===== config.mk =====
export PLATFORM = sky130hd
export DESIGN_NAME = pre_decode
export DESIGN_NICKNAME = d
export VERILOG_FILES = /design/src/rvc_pkg.sv /design/src/align_control.sv /design/src/fetch_aligner.sv /design/src/rvc_expander.sv /design/src/pc_corrector.sv /design/src/pre_decode.sv
export VERILOG_INCLUDE_DIRS = /design/src
export SDC_FILE = /design/constraint.sdc
export NUM_CORES = 1
export LEC_CHECK = 0
export ABC_CLOCK_PERIOD_IN_PS = 4100
export BUFFER_PORTS_ARGS = -buffer_cell sky130_fd_sc_hd__buf_2
export CORE_MARGIN = 4
export CORE_UTILIZATION = 30
export CTS_CLUSTER_SIZE = 28
export DETAILED_ROUTE_END_ITERATION = 10
export GPL_TIMING_DRIVEN = 0
export MAX_ROUTING_LAYER = met4
export PLACE_DENSITY = 0.49
export SYNTH_ARGS = -nofsm -noshare
export SYNTH_HDL_FRONTEND = slang
export SYNTH_SLANG_ARGS = --single-unit

===== constraint.sdc =====
create_clock -name clk -period 4.1 [get_ports clk]
set_input_delay 0.82 -clock clk [delete_from_list [all_inputs] [get_ports clk]]
set_output_delay 0.82 -clock clk [all_outputs]
set_load 0.03 [all_outputs]

===== src/rvc_macros.svh =====
`ifndef RVC_MACROS_SVH
`define RVC_MACROS_SVH

// instruction and pc width, and the compressed half width.
`define RVC_XLEN 32
`define RVC_HALF 16

// addi x0, x0, 0 is presented during a bubble.
`define RVC_NOP 32'h0000_0013
`define RVC_ILLEGAL 32'h0000_0000
`define RVC_EBREAK 32'h0010_0073

// rv32i major opcodes used by the expansion.
`define RVC_OPC_LOAD 7'b0000011
`define RVC_OPC_STORE 7'b0100011
`define RVC_OPC_OP_IMM 7'b0010011
`define RVC_OPC_OP 7'b0110011
`define RVC_OPC_LUI 7'b0110111
`define RVC_OPC_JAL 7'b1101111
`define RVC_OPC_JALR 7'b1100111
`define RVC_OPC_BRANCH 7'b1100011

`endif


===== src/rvc_pkg.sv =====
package rvc_pkg;

  // how the current fetch word is laid out.
  typedef struct packed {
    logic f1f1;
    logic f1f2;
    logic fh;
    logic hf;
    logic hh;
  } fetch_class_t;

  // datapath selects from the control block.
  typedef struct packed {
    logic span;
    logic half_hi;
    logic full;
    logic bubble;
  } align_sel_t;

  //////////////////////////////////////////////////////////////
  // rvc formats, msb first, quadrant in the low two bits.
  //////////////////////////////////////////////////////////////
  typedef struct packed {
    logic [2:0] funct3;
    logic       b12;
    logic [4:0] rd_rs1;
    logic [4:0] rs2;
    logic [1:0] op;
  } rvc_cr_t;

  typedef struct packed {
    logic [2:0] funct3;
    logic       imm_hi;
    logic [4:0] rd_rs1;
    logic [4:0] imm_lo;
    logic [1:0] op;
  } rvc_ci_t;

  typedef struct packed {
    logic [2:0] funct3;
    logic [5:0] imm;
    logic [4:0] rs2;
    logic [1:0] op;
  } rvc_css_t;

  typedef struct packed {
    logic [2:0] funct3;
    logic [7:0] imm;
    logic [2:0] rd_p;
    logic [1:0] op;
  } rvc_ciw_t;

  typedef struct packed {
    logic [2:0] funct3;
    logic [2:0] imm_hi;
    logic [2:0] rs1_p;
    logic [1:0] imm_lo;
    logic [2:0] rd_p;
    logic [1:0] op;
  } rvc_cl_t;

  typedef struct packed {
    logic [2:0] funct3;
    logic [2:0] imm_hi;
    logic [2:0] rs1_p;
    logic [1:0] imm_lo;
    logic [2:0] rs2_p;
    logic [1:0] op;
  } rvc_cs_t;

  typedef struct packed {
    logic [2:0] funct3;
    logic [2:0] off_hi;
    logic [2:0] rs1_p;
    logic [4:0] off_lo;
    logic [1:0] op;
  } rvc_cb_t;

  typedef struct packed {
    logic [2:0]  funct3;
    logic [10:0] target;
    logic [1:0]  op;
  } rvc_cj_t;

  typedef union packed {
    rvc_cr_t  cr;
    rvc_ci_t  ci;
    rvc_css_t css;
    rvc_ciw_t ciw;
    rvc_cl_t  cl;
    rvc_cs_t  cs;
    rvc_cb_t  cb;
    rvc_cj_t  cj;
  } rvc_word_u;

endpackage


===== src/align_control.sv =====
`timescale 1ns/100ps

module align_control (
  input  logic                  clk,
  input  logic                  reset,
  input  logic                  ff_en,
  input  logic                  clear_state,
  input  logic                  pc_half,
  input  logic [1:0]            lo_bits,
  input  logic [1:0]            hi_bits,
  output rvc_pkg::align_sel_t   sel,
  output rvc_pkg::fetch_class_t fclass,
  output logic                  stall_compressed,
  output logic                  hw_jump_clr,
  output logic                  sel_half_full
);

  logic pending_span;
  logic stall_ff;
  logic span;
  logic lo_full;
  logic hi_full;
  logic pair;

  assign lo_full = (lo_bits == 2'b11);
  assign hi_full = (hi_bits == 2'b11);

  // a flush wins over the pending upper half.
  assign span = pending_span & ~clear_state;
  assign pair = ~pc_half & ~lo_full & ~hi_full;

  always_comb begin
    fclass.f1f2 = span & hi_full;
    fclass.fh   = span & ~hi_full;
    fclass.f1f1 = ~span & ~pc_half & ~stall_ff & lo_full;
    fclass.hf   = ~span & ~pc_half & ~stall_ff & ~lo_full & hi_full;
    // second cycle of a split word counts as hh too.
    fclass.hh   = ~span & (stall_ff | pair);
  end

  assign hw_jump_clr      = ~span & pc_half & hi_full;
  assign stall_compressed = ~stall_ff & (fclass.fh | fclass.hh);

  always_comb begin
    sel.span    = span;
    sel.half_hi = pc_half | stall_ff;
    sel.full    = span | fclass.f1f1;
    sel.bubble  = hw_jump_clr;
  end

  assign sel_half_full = sel.full;

  always_ff @(posedge clk) begin
    if (reset) begin
      pending_span <= 1'b0;
      stall_ff     <= 1'b0;
    end else if (ff_en) begin
      if (clear_state) begin
        pending_span <= 1'b0;
        stall_ff     <= 1'b0;
      end else begin
        pending_span <= hw_jump_clr | fclass.f1f2;
        stall_ff     <= stall_compressed;
      end
    end
  end

endmodule


===== src/fetch_aligner.sv =====
`timescale 1ns/100ps
`include "rvc_macros.svh"

module fetch_aligner (
  input  logic                  clk,
  input  logic                  reset,
  input  logic                  ff_en,
  input  logic                  stall_compressed,
  input  rvc_pkg::align_sel_t   sel,
  input  logic [`RVC_XLEN-1:0]  inst_current,
  input  logic [`RVC_XLEN-1:0]  inst_exp,
  output logic [`RVC_HALF-1:0]  half_inst,
  output logic [`RVC_XLEN-1:0]  inst_id
);

  logic [`RVC_XLEN-1:0] inst_prev;
  logic [`RVC_XLEN-1:0] inst_span;

  // the word is held while a compressed pair is split.
  always_ff @(posedge clk) begin
    if (reset) begin
      inst_prev <= '0;
    end else if (ff_en && !stall_compressed) begin
      inst_prev <= inst_current;
    end
  end

  // low half of this word completes the upper half of the last one.
  assign inst_span = {inst_current[15:0], inst_prev[31:16]};

  assign half_inst = sel.half_hi ? inst_current[31:16] : inst_current[15:0];

  always_comb begin
    if (sel.bubble) begin
      inst_id = `RVC_NOP;
    end else if (sel.span) begin
      inst_id = inst_span;
    end else if (sel.full) begin
      inst_id = inst_current;
    end else begin
      inst_id = inst_exp;
    end
  end

endmodule


===== src/rvc_expander.sv =====
`timescale 1ns/100ps
`include "rvc_macros.svh"

module rvc_expander (
  input  logic [`RVC_HALF-1:0] half_inst,
  output logic [`RVC_XLEN-1:0] inst_exp
);

  rvc_pkg::rvc_word_u c;
  logic [4:0]  rdp;
  logic [4:0]  rs1p;
  logic [4:0]  rs2p;
  logic [5:0]  imm6;
  logic [9:0]  nzuimm;
  logic [9:0]  nzimm_sp;
  logic [6:0]  uimm_w;
  logic [10:0] j_off;
  logic [7:0]  b_off;
  logic [7:0]  lwsp_off;
  logic [7:0]  swsp_off;

  assign c = half_inst;

  // primed registers map onto x8..x15.
  assign rdp  = {2'b01, c.cl.rd_p};
  assign rs1p = {2'b01, c.cl.rs1_p};
  assign rs2p = {2'b01, c.cs.rs2_p};

  assign imm6     = {c.ci.imm_hi, c.ci.imm_lo};
  assign nzuimm   = {c.ciw.imm[5:2], c.ciw.imm[7:6], c.ciw.imm[0], c.ciw.imm[1], 2'b00};
  assign nzimm_sp = {c.ci.imm_hi, c.ci.imm_lo[2:1], c.ci.imm_lo[3], c.ci.imm_lo[0],
                     c.ci.imm_lo[4], 4'b0000};
  assign uimm_w   = {c.cl.imm_lo[0], c.cl.imm_hi, c.cl.imm_lo[1], 2'b00};
  // offset bits 11:1, bit 0 is always zero.
  assign j_off    = {c.cj.target[10], c.cj.target[6], c.cj.target[8:7], c.cj.target[4],
                     c.cj.target[5], c.cj.target[0], c.cj.target[9], c.cj.target[3:1]};
  assign b_off    = {c.cb.off_hi[2], c.cb.off_lo[4:3], c.cb.off_lo[0], c.cb.off_hi[1:0],
                     c.cb.off_lo[2:1]};
  assign lwsp_off = {c.ci.imm_lo[1:0], c.ci.imm_hi, c.ci.imm_lo[4:2], 2'b00};
  assign swsp_off = {c.css.imm[1:0], c.css.imm[5:2], 2'b00};

  always_comb begin
    inst_exp = `RVC_ILLEGAL;
    case ({c.cr.op, c.cr.funct3})
      //////////////////////////////////////////////////////////////
      // quadrant 0.
      5'b00_000: if (c.ciw.imm != 8'd0)
        inst_exp = {2'b00, nzuimm, 5'd2, 3'b000, rdp, `RVC_OPC_OP_IMM};
      5'b00_010: inst_exp = {5'd0, uimm_w, rs1p, 3'b010, rdp, `RVC_OPC_LOAD};
      5'b00_110:
        inst_exp = {5'd0, uimm_w[6:5], rs2p, rs1p, 3'b010, uimm_w[4:0], `RVC_OPC_STORE};
      //////////////////////////////////////////////////////////////
      // quadrant 1.
      5'b01_000: inst_exp = {{6{imm6[5]}}, imm6, c.ci.rd_rs1, 3'b000, c.ci.rd_rs1,
                             `RVC_OPC_OP_IMM};
      5'b01_001: inst_exp = {j_off[10], j_off[9:0], j_off[10], {8{j_off[10]}}, 5'd1,
                             `RVC_OPC_JAL};
      5'b01_010: inst_exp = {{6{imm6[5]}}, imm6, 5'd0, 3'b000, c.ci.rd_rs1, `RVC_OPC_OP_IMM};
      5'b01_011: begin
        if (c.ci.rd_rs1 == 5'd2) begin
          if (imm6 != 6'd0)
            inst_exp = {{2{nzimm_sp[9]}}, nzimm_sp, 5'd2, 3'b000, 5'd2, `RVC_OPC_OP_IMM};
        end else if (imm6 != 6'd0) begin
          inst_exp = {{14{imm6[5]}}, imm6, c.ci.rd_rs1, `RVC_OPC_LUI};
        end
      end
      5'b01_100: begin
        case (c.cb.off_hi[1:0])
          2'b00: if (!c.cb.off_hi[2])
            inst_exp = {7'b0000000, c.cb.off_lo, rs1p, 3'b101, rs1p, `RVC_OPC_OP_IMM};
          2'b01: if (!c.cb.off_hi[2])
            inst_exp = {7'b0100000, c.cb.off_lo, rs1p, 3'b101, rs1p, `RVC_OPC_OP_IMM};
          2'b10: inst_exp = {{6{imm6[5]}}, imm6, rs1p, 3'b111, rs1p, `RVC_OPC_OP_IMM};
          default: begin
            // bit 12 set is the rv64 word group.
            if (!c.cb.off_hi[2]) begin
              case (c.cs.imm_lo)
                2'b00: inst_exp = {7'b0100000, rs2p, rs1p, 3'b000, rs1p, `RVC_OPC_OP};
                2'b01: inst_exp = {7'b0000000, rs2p, rs1p, 3'b100, rs1p, `RVC_OPC_OP};
                2'b10: inst_exp = {7'b0000000, rs2p, rs1p, 3'b110, rs1p, `RVC_OPC_OP};
                default: inst_exp = {7'b0000000, rs2p, rs1p, 3'b111, rs1p, `RVC_OPC_OP};
              endcase
            end
          end
        endcase
      end
      5'b01_101: inst_exp = {j_off[10], j_off[9:0], j_off[10], {8{j_off[10]}}, 5'd0,
                             `RVC_OPC_JAL};
      5'b01_110: inst_exp = {b_off[7], {2{b_off[7]}}, b_off[7:4], 5'd0, rs1p, 3'b000,
                             b_off[3:0], b_off[7], `RVC_OPC_BRANCH};
      5'b01_111: inst_exp = {b_off[7], {2{b_off[7]}}, b_off[7:4], 5'd0, rs1p, 3'b001,
                             b_off[3:0], b_off[7], `RVC_OPC_BRANCH};
      //////////////////////////////////////////////////////////////
      // quadrant 2.
      5'b10_000: if (!imm6[5])
        inst_exp = {7'b0000000, imm6[4:0], c.ci.rd_rs1, 3'b001, c.ci.rd_rs1, `RVC_OPC_OP_IMM};
      5'b10_010: if (c.ci.rd_rs1 != 5'd0)
        inst_exp = {4'd0, lwsp_off, 5'd2, 3'b010, c.ci.rd_rs1, `RVC_OPC_LOAD};
      5'b10_100: begin
        if (!c.cr.b12) begin
          if (c.cr.rs2 != 5'd0)
            inst_exp = {7'b0000000, c.cr.rs2, 5'd0, 3'b000, c.cr.rd_rs1, `RVC_OPC_OP};
          else if (c.cr.rd_rs1 != 5'd0)
            inst_exp = {12'd0, c.cr.rd_rs1, 3'b000, 5'd0, `RVC_OPC_JALR};
        end else if (c.cr.rs2 != 5'd0) begin
          inst_exp = {7'b0000000, c.cr.rs2, c.cr.rd_rs1, 3'b000, c.cr.rd_rs1, `RVC_OPC_OP};
        end else if (c.cr.rd_rs1 == 5'd0) begin
          inst_exp = `RVC_EBREAK;
        end else begin
          inst_exp = {12'd0, c.cr.rd_rs1, 3'b000, 5'd1, `RVC_OPC_JALR};
        end
      end
      5'b10_110: inst_exp = {4'd0, swsp_off[7:5], c.css.rs2, 5'd2, 3'b010, swsp_off[4:0],
                             `RVC_OPC_STORE};
      default: inst_exp = `RVC_ILLEGAL;
    endcase
  end

endmodule


===== src/pc_corrector.sv =====
`timescale 1ns/100ps
`include "rvc_macros.svh"

module pc_corrector (
  input  logic [`RVC_XLEN-1:0]  pc,
  input  rvc_pkg::fetch_class_t fclass,
  input  logic                  stall_compressed,
  input  logic                  span,
  output logic [`RVC_XLEN-1:0]  corrected_pc
);

  // fetch already points at the word after the start of a spanning
  // instruction, and holds the pc while a pair is split.
  always_comb begin
    if (span) begin
      corrected_pc = pc - 32'd2;
    end else if (fclass.hh && !stall_compressed) begin
      corrected_pc = pc + 32'd2;
    end else begin
      corrected_pc = pc;
    end
  end

endmodule


===== src/pre_decode.sv =====
`timescale 1ns/100ps
`include "rvc_macros.svh"

module pre_decode (
  input  logic                 clk,
  input  logic                 reset,
  input  logic [`RVC_XLEN-1:0] current_pc_id,
  input  logic [`RVC_XLEN-1:0] inst_current,
  input  logic                 clear_state,
  input  logic                 ff_en,
  output logic [`RVC_XLEN-1:0] inst_id,
  output logic                 stall_compressed,
  output logic [`RVC_XLEN-1:0] corrected_pc,
  output logic                 hw_jump_clr,
  output logic                 sel_half_full
);

  rvc_pkg::align_sel_t   sel;
  rvc_pkg::fetch_class_t fclass;
  logic [`RVC_HALF-1:0]  half_inst;
  logic [`RVC_XLEN-1:0]  inst_exp;

  align_control align_control_i (
    .clk              (clk),
    .reset            (reset),
    .ff_en            (ff_en),
    .clear_state      (clear_state),
    .pc_half          (current_pc_id[1]),
    .lo_bits          (inst_current[1:0]),
    .hi_bits          (inst_current[17:16]),
    .sel              (sel),
    .fclass           (fclass),
    .stall_compressed (stall_compressed),
    .hw_jump_clr      (hw_jump_clr),
    .sel_half_full    (sel_half_full)
  );

  fetch_aligner fetch_aligner_i (
    .clk              (clk),
    .reset            (reset),
    .ff_en            (ff_en),
    .stall_compressed (stall_compressed),
    .sel              (sel),
    .inst_current     (inst_current),
    .inst_exp         (inst_exp),
    .half_inst        (half_inst),
    .inst_id          (inst_id)
  );

  rvc_expander rvc_expander_i (
    .half_inst (half_inst),
    .inst_exp  (inst_exp)
  );

  pc_corrector pc_corrector_i (
    .pc               (current_pc_id),
    .fclass           (fclass),
    .stall_compressed (stall_compressed),
    .span             (sel.span),
    .corrected_pc     (corrected_pc)
  );

endmodule


Word level (Yosys, flattened, before mapping)
Index checks and enable logic that the tools add are counted.
Cells by class
  add/sub/neg operators: 2
  equality and inequality tests: 21
  muxes and demuxes: 25
  bitwise logic cells: 23
  reductions and logical operators: 11
Operators with widths (count)
  $pmux 32 s15: 1
  $mux 32: 12
  $pmux 32 s3: 1
  $pmux 31 s3: 1
  $mux 25: 2
  $eq 5x4->1 const B: 8
  $add 32x2->32 const B: 1
  $sub 32x2->32 const B: 1
  $mux 31: 1
  $mux 30: 1
  $mux 28: 1
  $mux 21: 1
  $eq 5x5->1 const B: 4
  $mux 20: 1
  $mux 16: 1
  $and 1x1->1: 12
  $eq 5x2->1 const B: 2
  $logic_not 5->1: 2
  $reduce_bool 5->1: 2
  $eq 2x2->1 const B: 4
  $reduce_bool 8->1: 1
  $not 1->1: 6
  $reduce_bool 6->1: 1
  $eq 5x3->1 const B: 1
  6 further kinds: 14
Storage, ports and cells
  bits in registers: 34
  output and inout bits: 67
  logic and storage cells: 85

Longest topological paths before layout
  word-level depth: 12
  mapped depth: 10

Hierarchy
A second synthesis with hierarchy kept.
Second synthesis, totals
  cell total of the unflattened synthesis: 688
  area, all modules: 4589.4 um2
Modules (own cells, without submodules)
  fetch_aligner: times used 1, cells each 230, area an instance 1716.6 um2
  rvc_expander: times used 1, cells each 229, area an instance 1338.8 um2
  pc_corrector: times used 1, cells each 197, area an instance 1313.8 um2
  align_control: times used 1, cells each 32, area an instance 220.2 um2

Worst setup path after synthesis
Ideal clock, no wire load.
  kind: input -> output
  start point: input port current_pc_id[1]
  end point: output port inst_id[2]
  arrival time: 3.265 ns
  required time: 3.280 ns
  slack: 0.015 ns
  cell stages on the path: 10
  path buffers: 3
  path through: buf_6 buf_6 or4_4 o31a_4 buf_6 or3_1 nor2_1 a211oi_1 a2bb2oi_1 o21ai_0
Between the ends
  cells in the longest elaborated chain, start to end: 10
  elaborated cells between the ends (all ways): 45
  classes of those cells: eq/ne: 17; mux: 14; bitwise: 8; reduce/logical: 6
RTL lines
  from (decl): line pre_decode.sv:7  | input logic [`RVC_XLEN-1:0] current_pc_id,
  $or 1x1->1: line align_control.sv:46  | sel.half_hi = pc_half | stall_ff;
  $mux 16: line fetch_aligner.sv:31  | assign half_inst = sel.half_hi ? inst_current[31:16] : inst_current[15:0];
  $reduce_bool 5->1 or $logic_not 5->1 (tied branches): line rvc_expander.sv:103, rvc_expander.sv:107
  $mux 20 or $mux 21 (tied branches): line rvc_expander.sv:103, rvc_expander.sv:107
  $mux 32, on equally long branches: line rvc_expander.sv:101, rvc_expander.sv:105
  $mux 32: line rvc_expander.sv:100  | if (!c.cr.b12) begin
  $pmux 32 s15: line rvc_expander.sv:44  | case ({c.cr.op, c.cr.funct3})
  $mux 32: line fetch_aligner.sv:38  | end else if (sel.full) begin
  $mux 32: line fetch_aligner.sv:36  | end else if (sel.span) begin
  $mux 32 (*): line fetch_aligner.sv:34  | if (sel.bubble) begin
  to (decl): line pre_decode.sv:11  | output logic [`RVC_XLEN-1:0] inst_id,
Mark *: on every way between the ends. The rest lies on a longest branch, timed or not.

Worst setup path in the final report
  start point: input port current_pc_id[1]
  end point: output port inst_id[7]
Between the ends
  cells in the longest elaborated chain, start to end: 10
  elaborated cells between the ends (all ways): 51
  classes of those cells: eq/ne: 17; mux: 19; bitwise: 8; reduce/logical: 7
RTL lines
  $or 1x1->1: line align_control.sv:46
  $mux 16: line fetch_aligner.sv:31
  $logic_not 5->1: line rvc_expander.sv:107  | end else if (c.cr.rd_rs1 == 5'd0) begin
  $mux 21: line rvc_expander.sv:107
  $mux 32: line rvc_expander.sv:105  | end else if (c.cr.rs2 != 5'd0) begin
  $mux 32: line rvc_expander.sv:100
  $pmux 32 s15: line rvc_expander.sv:44
  $mux 32: line fetch_aligner.sv:38
  $mux 32: line fetch_aligner.sv:36
  $mux 32 (*): line fetch_aligner.sv:34
Marks and branches as above.

==> flow_summary.toml <==
[outcome]
status = "finished, violations left"
failed_checks = "negative setup slack"

[yosys]
synth_top_cell_by_area = "dfxtp_1"
ys_types = 87
synth_xor_area_frac = 0.06530
synth_top_family_by_area = "compound AO/OA/AOI/OAI gates"
synth.area.top_cells = "dfxtp_1, a21oi_1, nor2_1"
synth-simple-area-share = 0.3411
synth_mux_area_frac = 0.06810
synth_ff_type = "dfxtp_1"
yosysSeqAreaShare = 0.08955
ys_warn_count = 0
synth_enable_flop_cells = 0
synth_area_per_cell_um2 = 6.809
synth_compound_area_frac = 0.3604
syn_inst = 591
synthAdderAreaFrac = 0.006219
synthArstFlopShare = 0
synth_seq_cells = 18
synth_top_area_share = 0.08955
syn-num-nets = 661
synth_area_um2 = 4024

[floorplanning]
ios = 135
die_y_um = 123.8
initial_utilization = 0.3051
core_um2 = 13190
die_area_um2 = 15330
row_count = 42
die_w_um = 123.8

[setup_path]
cp.arrival_ps = 3460
r2r_end = "fetch_aligner_i.inst_prev[21]"
critPathSlowestCell = "or3_1"
cp_data_required_time_ps = 3280
path_class = "in2out"
rr_startpoint = "align_control_i.stall_ff"
worst-path-buf-inv = 5
worstRegToRegCells = 9
path_delay_family = "compound AO/OA/AOI/OAI gates"
cp_max_fo = 6
start_kind = "input pin"
worstPathCellList = "buf_8 -> buf_8 -> nor2_4 -> mux2_4 -> or3_1 -> buf_6 -> a221o_1 -> buf_4 -> a311oi_4 -> o31ai_1 -> o221a_2 -> buf_6"
end_kind = "primary output"
critPathMaxStageDelay_ps = 380
reg2reg_slack_ps = 1590

[place]
place_area_um2 = 4885
pre_cts_ws_ps = -1006
dp.final_hpwl_um = 17530
port_buffers = 128
place_congestion = 1.026
dp.cells = 895

[sta]
setup_ws_ps = -179.9
tns_ps = -847.9
relSlewSlack = 0.4617
setup_violations = 14
whs_ps = 498.3
finalWorstPathRequiredPeriod_ps = 4280
final-hold-violation-count = 0
finalClockSkew_ps = 1.950
worstMarginPinSlew_ps = 799.0
rsz0062_at_grt = "yes"
slew_violations = 0
period_share = 1.044
fmaxAchievable_mhz = 233.7

[cts]
clock_sinks = 18
cts_buffer_depth = 2
cts_tree = "built"
clkSlewWorstSetupHoldPaths_ps = 50
numCtsBuffers = 3
clk_latency_ps = 250
cts-root-buf = "clkbuf_16"
htree_levels = 1

[pwr]
ir_drop_v = 0.0001316
p_seq_frac = 0.156
clockPowerShare = 0.174
p_total_mw = 1.243
netSwitchingFraction = 0.4888
p_switching_mw = 0.6075
powerDensity_nw_per_um2 = 198.5
combPwrFrac = 0.670
leakage_nw = 2.589
internal_power_mw = 0.6352

[min_path]
hold_path_class = "reg2reg"
min_to = "fetch_aligner_i.inst_prev[16]"
hold_start = "fetch_aligner_i.inst_prev[16]"
hold_depth = 2

[global_routing]
busiest_layer = "met2"
antenna_found_initial = 0
grt.met1_usage = 0.3895
grt_max_degree = 11
grt_overflow = 0
gr-usage-met3 = 0.05313
grt_pass1_wl_um = 32700
grt_pass1_vias = 5427
grt_use_total = 0.2887
use_met2 = 0.4316

[finish]
mostFrequentLayoutCells = "buf_2, nor2_1, buf_4"
final_common_cell = "buf_2"
fin_area_um2 = 6261
layout-drive-gt1-share = 0.4267
synthToLayoutAreaGrowth_pct = 55.60
nNetsFinal = 842
antenna-diode-count = 0
fill_cells = 1394
instances_no_fill = 947
fin_util = 0.4747

[route]
wl_um = 23160
via_count = 5934
antenna_left = 0
routedWlPerCell_um = 24.46
viasPerCell = 6.266
drc = 0
drt_pass1_iterations = 5
drt_first_iter_violations = 656

[job]
cap_violations = 0
## worst max path at each step
stage | start | end | slack [ps] | cells past startpoint
global route | current_pc_id[1] | inst_id[9] | -220 | 13
finish | current_pc_id[1] | inst_id[7] | -180 | 12
global placement | current_pc_id[1] | inst_id[18] | -1260 | 10
CTS | current_pc_id[1] | inst_id[7] | -180 | 11
detailed placement | current_pc_id[1] | inst_id[18] | -1010 | 10
floorplan | current_pc_id[1] | inst_id[2] | 20 | 10
## per-layer routing
layer / vias to the layer above / part of all wire / wire length (um)
met5: - / 0 / 0
met4: 0 / 0.045 / 1039
met3: 77 / 0.10 / 2380
met2: 391 / 0.43 / 10040
met1: 2831 / 0.42 / 9702
li1: 2635 / - / -
## worst reg2reg max path: cells and delay by family (launching register included)
family / cells / cell delay (ps)
buf+inv: 5 / 1050
simple gates: 2 / 580
flops: 1 / 330
mux: 1 / 250
compound gates: 1 / 190
## registers in the layout, indices dropped and copies added, names as in the netlist
name                          cells
fetch_aligner_i.inst_prev        16
align_control_i.stall_ff          1
align_control_i.pending_span      1
## power by group through the flow
stage                     logic (mW)  registers (mW)  clock network [mW]
after floorplan                0.404           0.194                   0
after global placement         0.647           0.197                   0
after detailed placement       0.639           0.197                   0
after CTS                      0.706           0.193               0.221
after global routing           0.868           0.194               0.231
final                          0.833           0.193               0.217
## cells by family (layout without fill, tap and decap cells)
| family | Yosys count | in the layout |
|---|---|---|
| AOI/OAI and AO/OA | 206 | 206 |
| adders and majority gates | 2 | 2 |
| muxes | 27 | 28 |
| buffers and inverters | 57 | 236 |
| and+or+nand+nor | 251 | 251 |
| xor gates and xnor gates | 30 | 30 |
| DFF | 18 | 18 |
## synthesized netlist by cell type, types with 5 or more instances
| library cell | n |
|---|---|
| a211oi_1 | 7 |
| a21oi_1 | 53 |
| a221oi_1 | 7 |
| a22oi_1 | 7 |
| a31oi_1 | 12 |
| and2_1 | 7 |
| and3_1 | 13 |
| buf_2 | 10 |
| buf_6 | 6 |
| clkbuf_1 | 22 |
| dfxtp_1 | 18 |
| inv_1 | 14 |
| mux2i_1 | 24 |
| nand2_1 | 48 |
| nand3_1 | 14 |
| nor2_1 | 66 |
| nor3_1 | 18 |
| nor3b_1 | 5 |
| nor4_1 | 13 |
| o211ai_1 | 5 |
| o21a_1 | 6 |
| o21ai_0 | 29 |
| o21ai_1 | 6 |
| o22ai_1 | 6 |
| o31ai_1 | 9 |
| o41ai_1 | 6 |
| or2_2 | 5 |
| or3_1 | 11 |
| or4_1 | 7 |
| xnor2_1 | 23 |
| xor2_1 | 7 |
## area by class of cell
type / instances / area (um2) / share of cell area
clock buffers: 4 / 88.84 / 0.01419
multi-input cells: 517 / 4099 / 0.6547
flip-flops and latches: 18 / 360.3 / 0.05755
plain buffers: 38 / 276.5 / 0.04416
well taps: 176 / 220.2 / 0.03517
inverters: 14 / 52.55 / 0.008393
repair buffers: 180 / 1164 / 0.1859
## what timing repair did
action                     CTS  global route
gates resized for setup     83           121
setup endpoints to repair   31            38
pin swaps                   17            42
hold buffers                 0             0
buffers inserted            23            29
gates cloned                 1             2
Power figures use the tool's default switching activity.
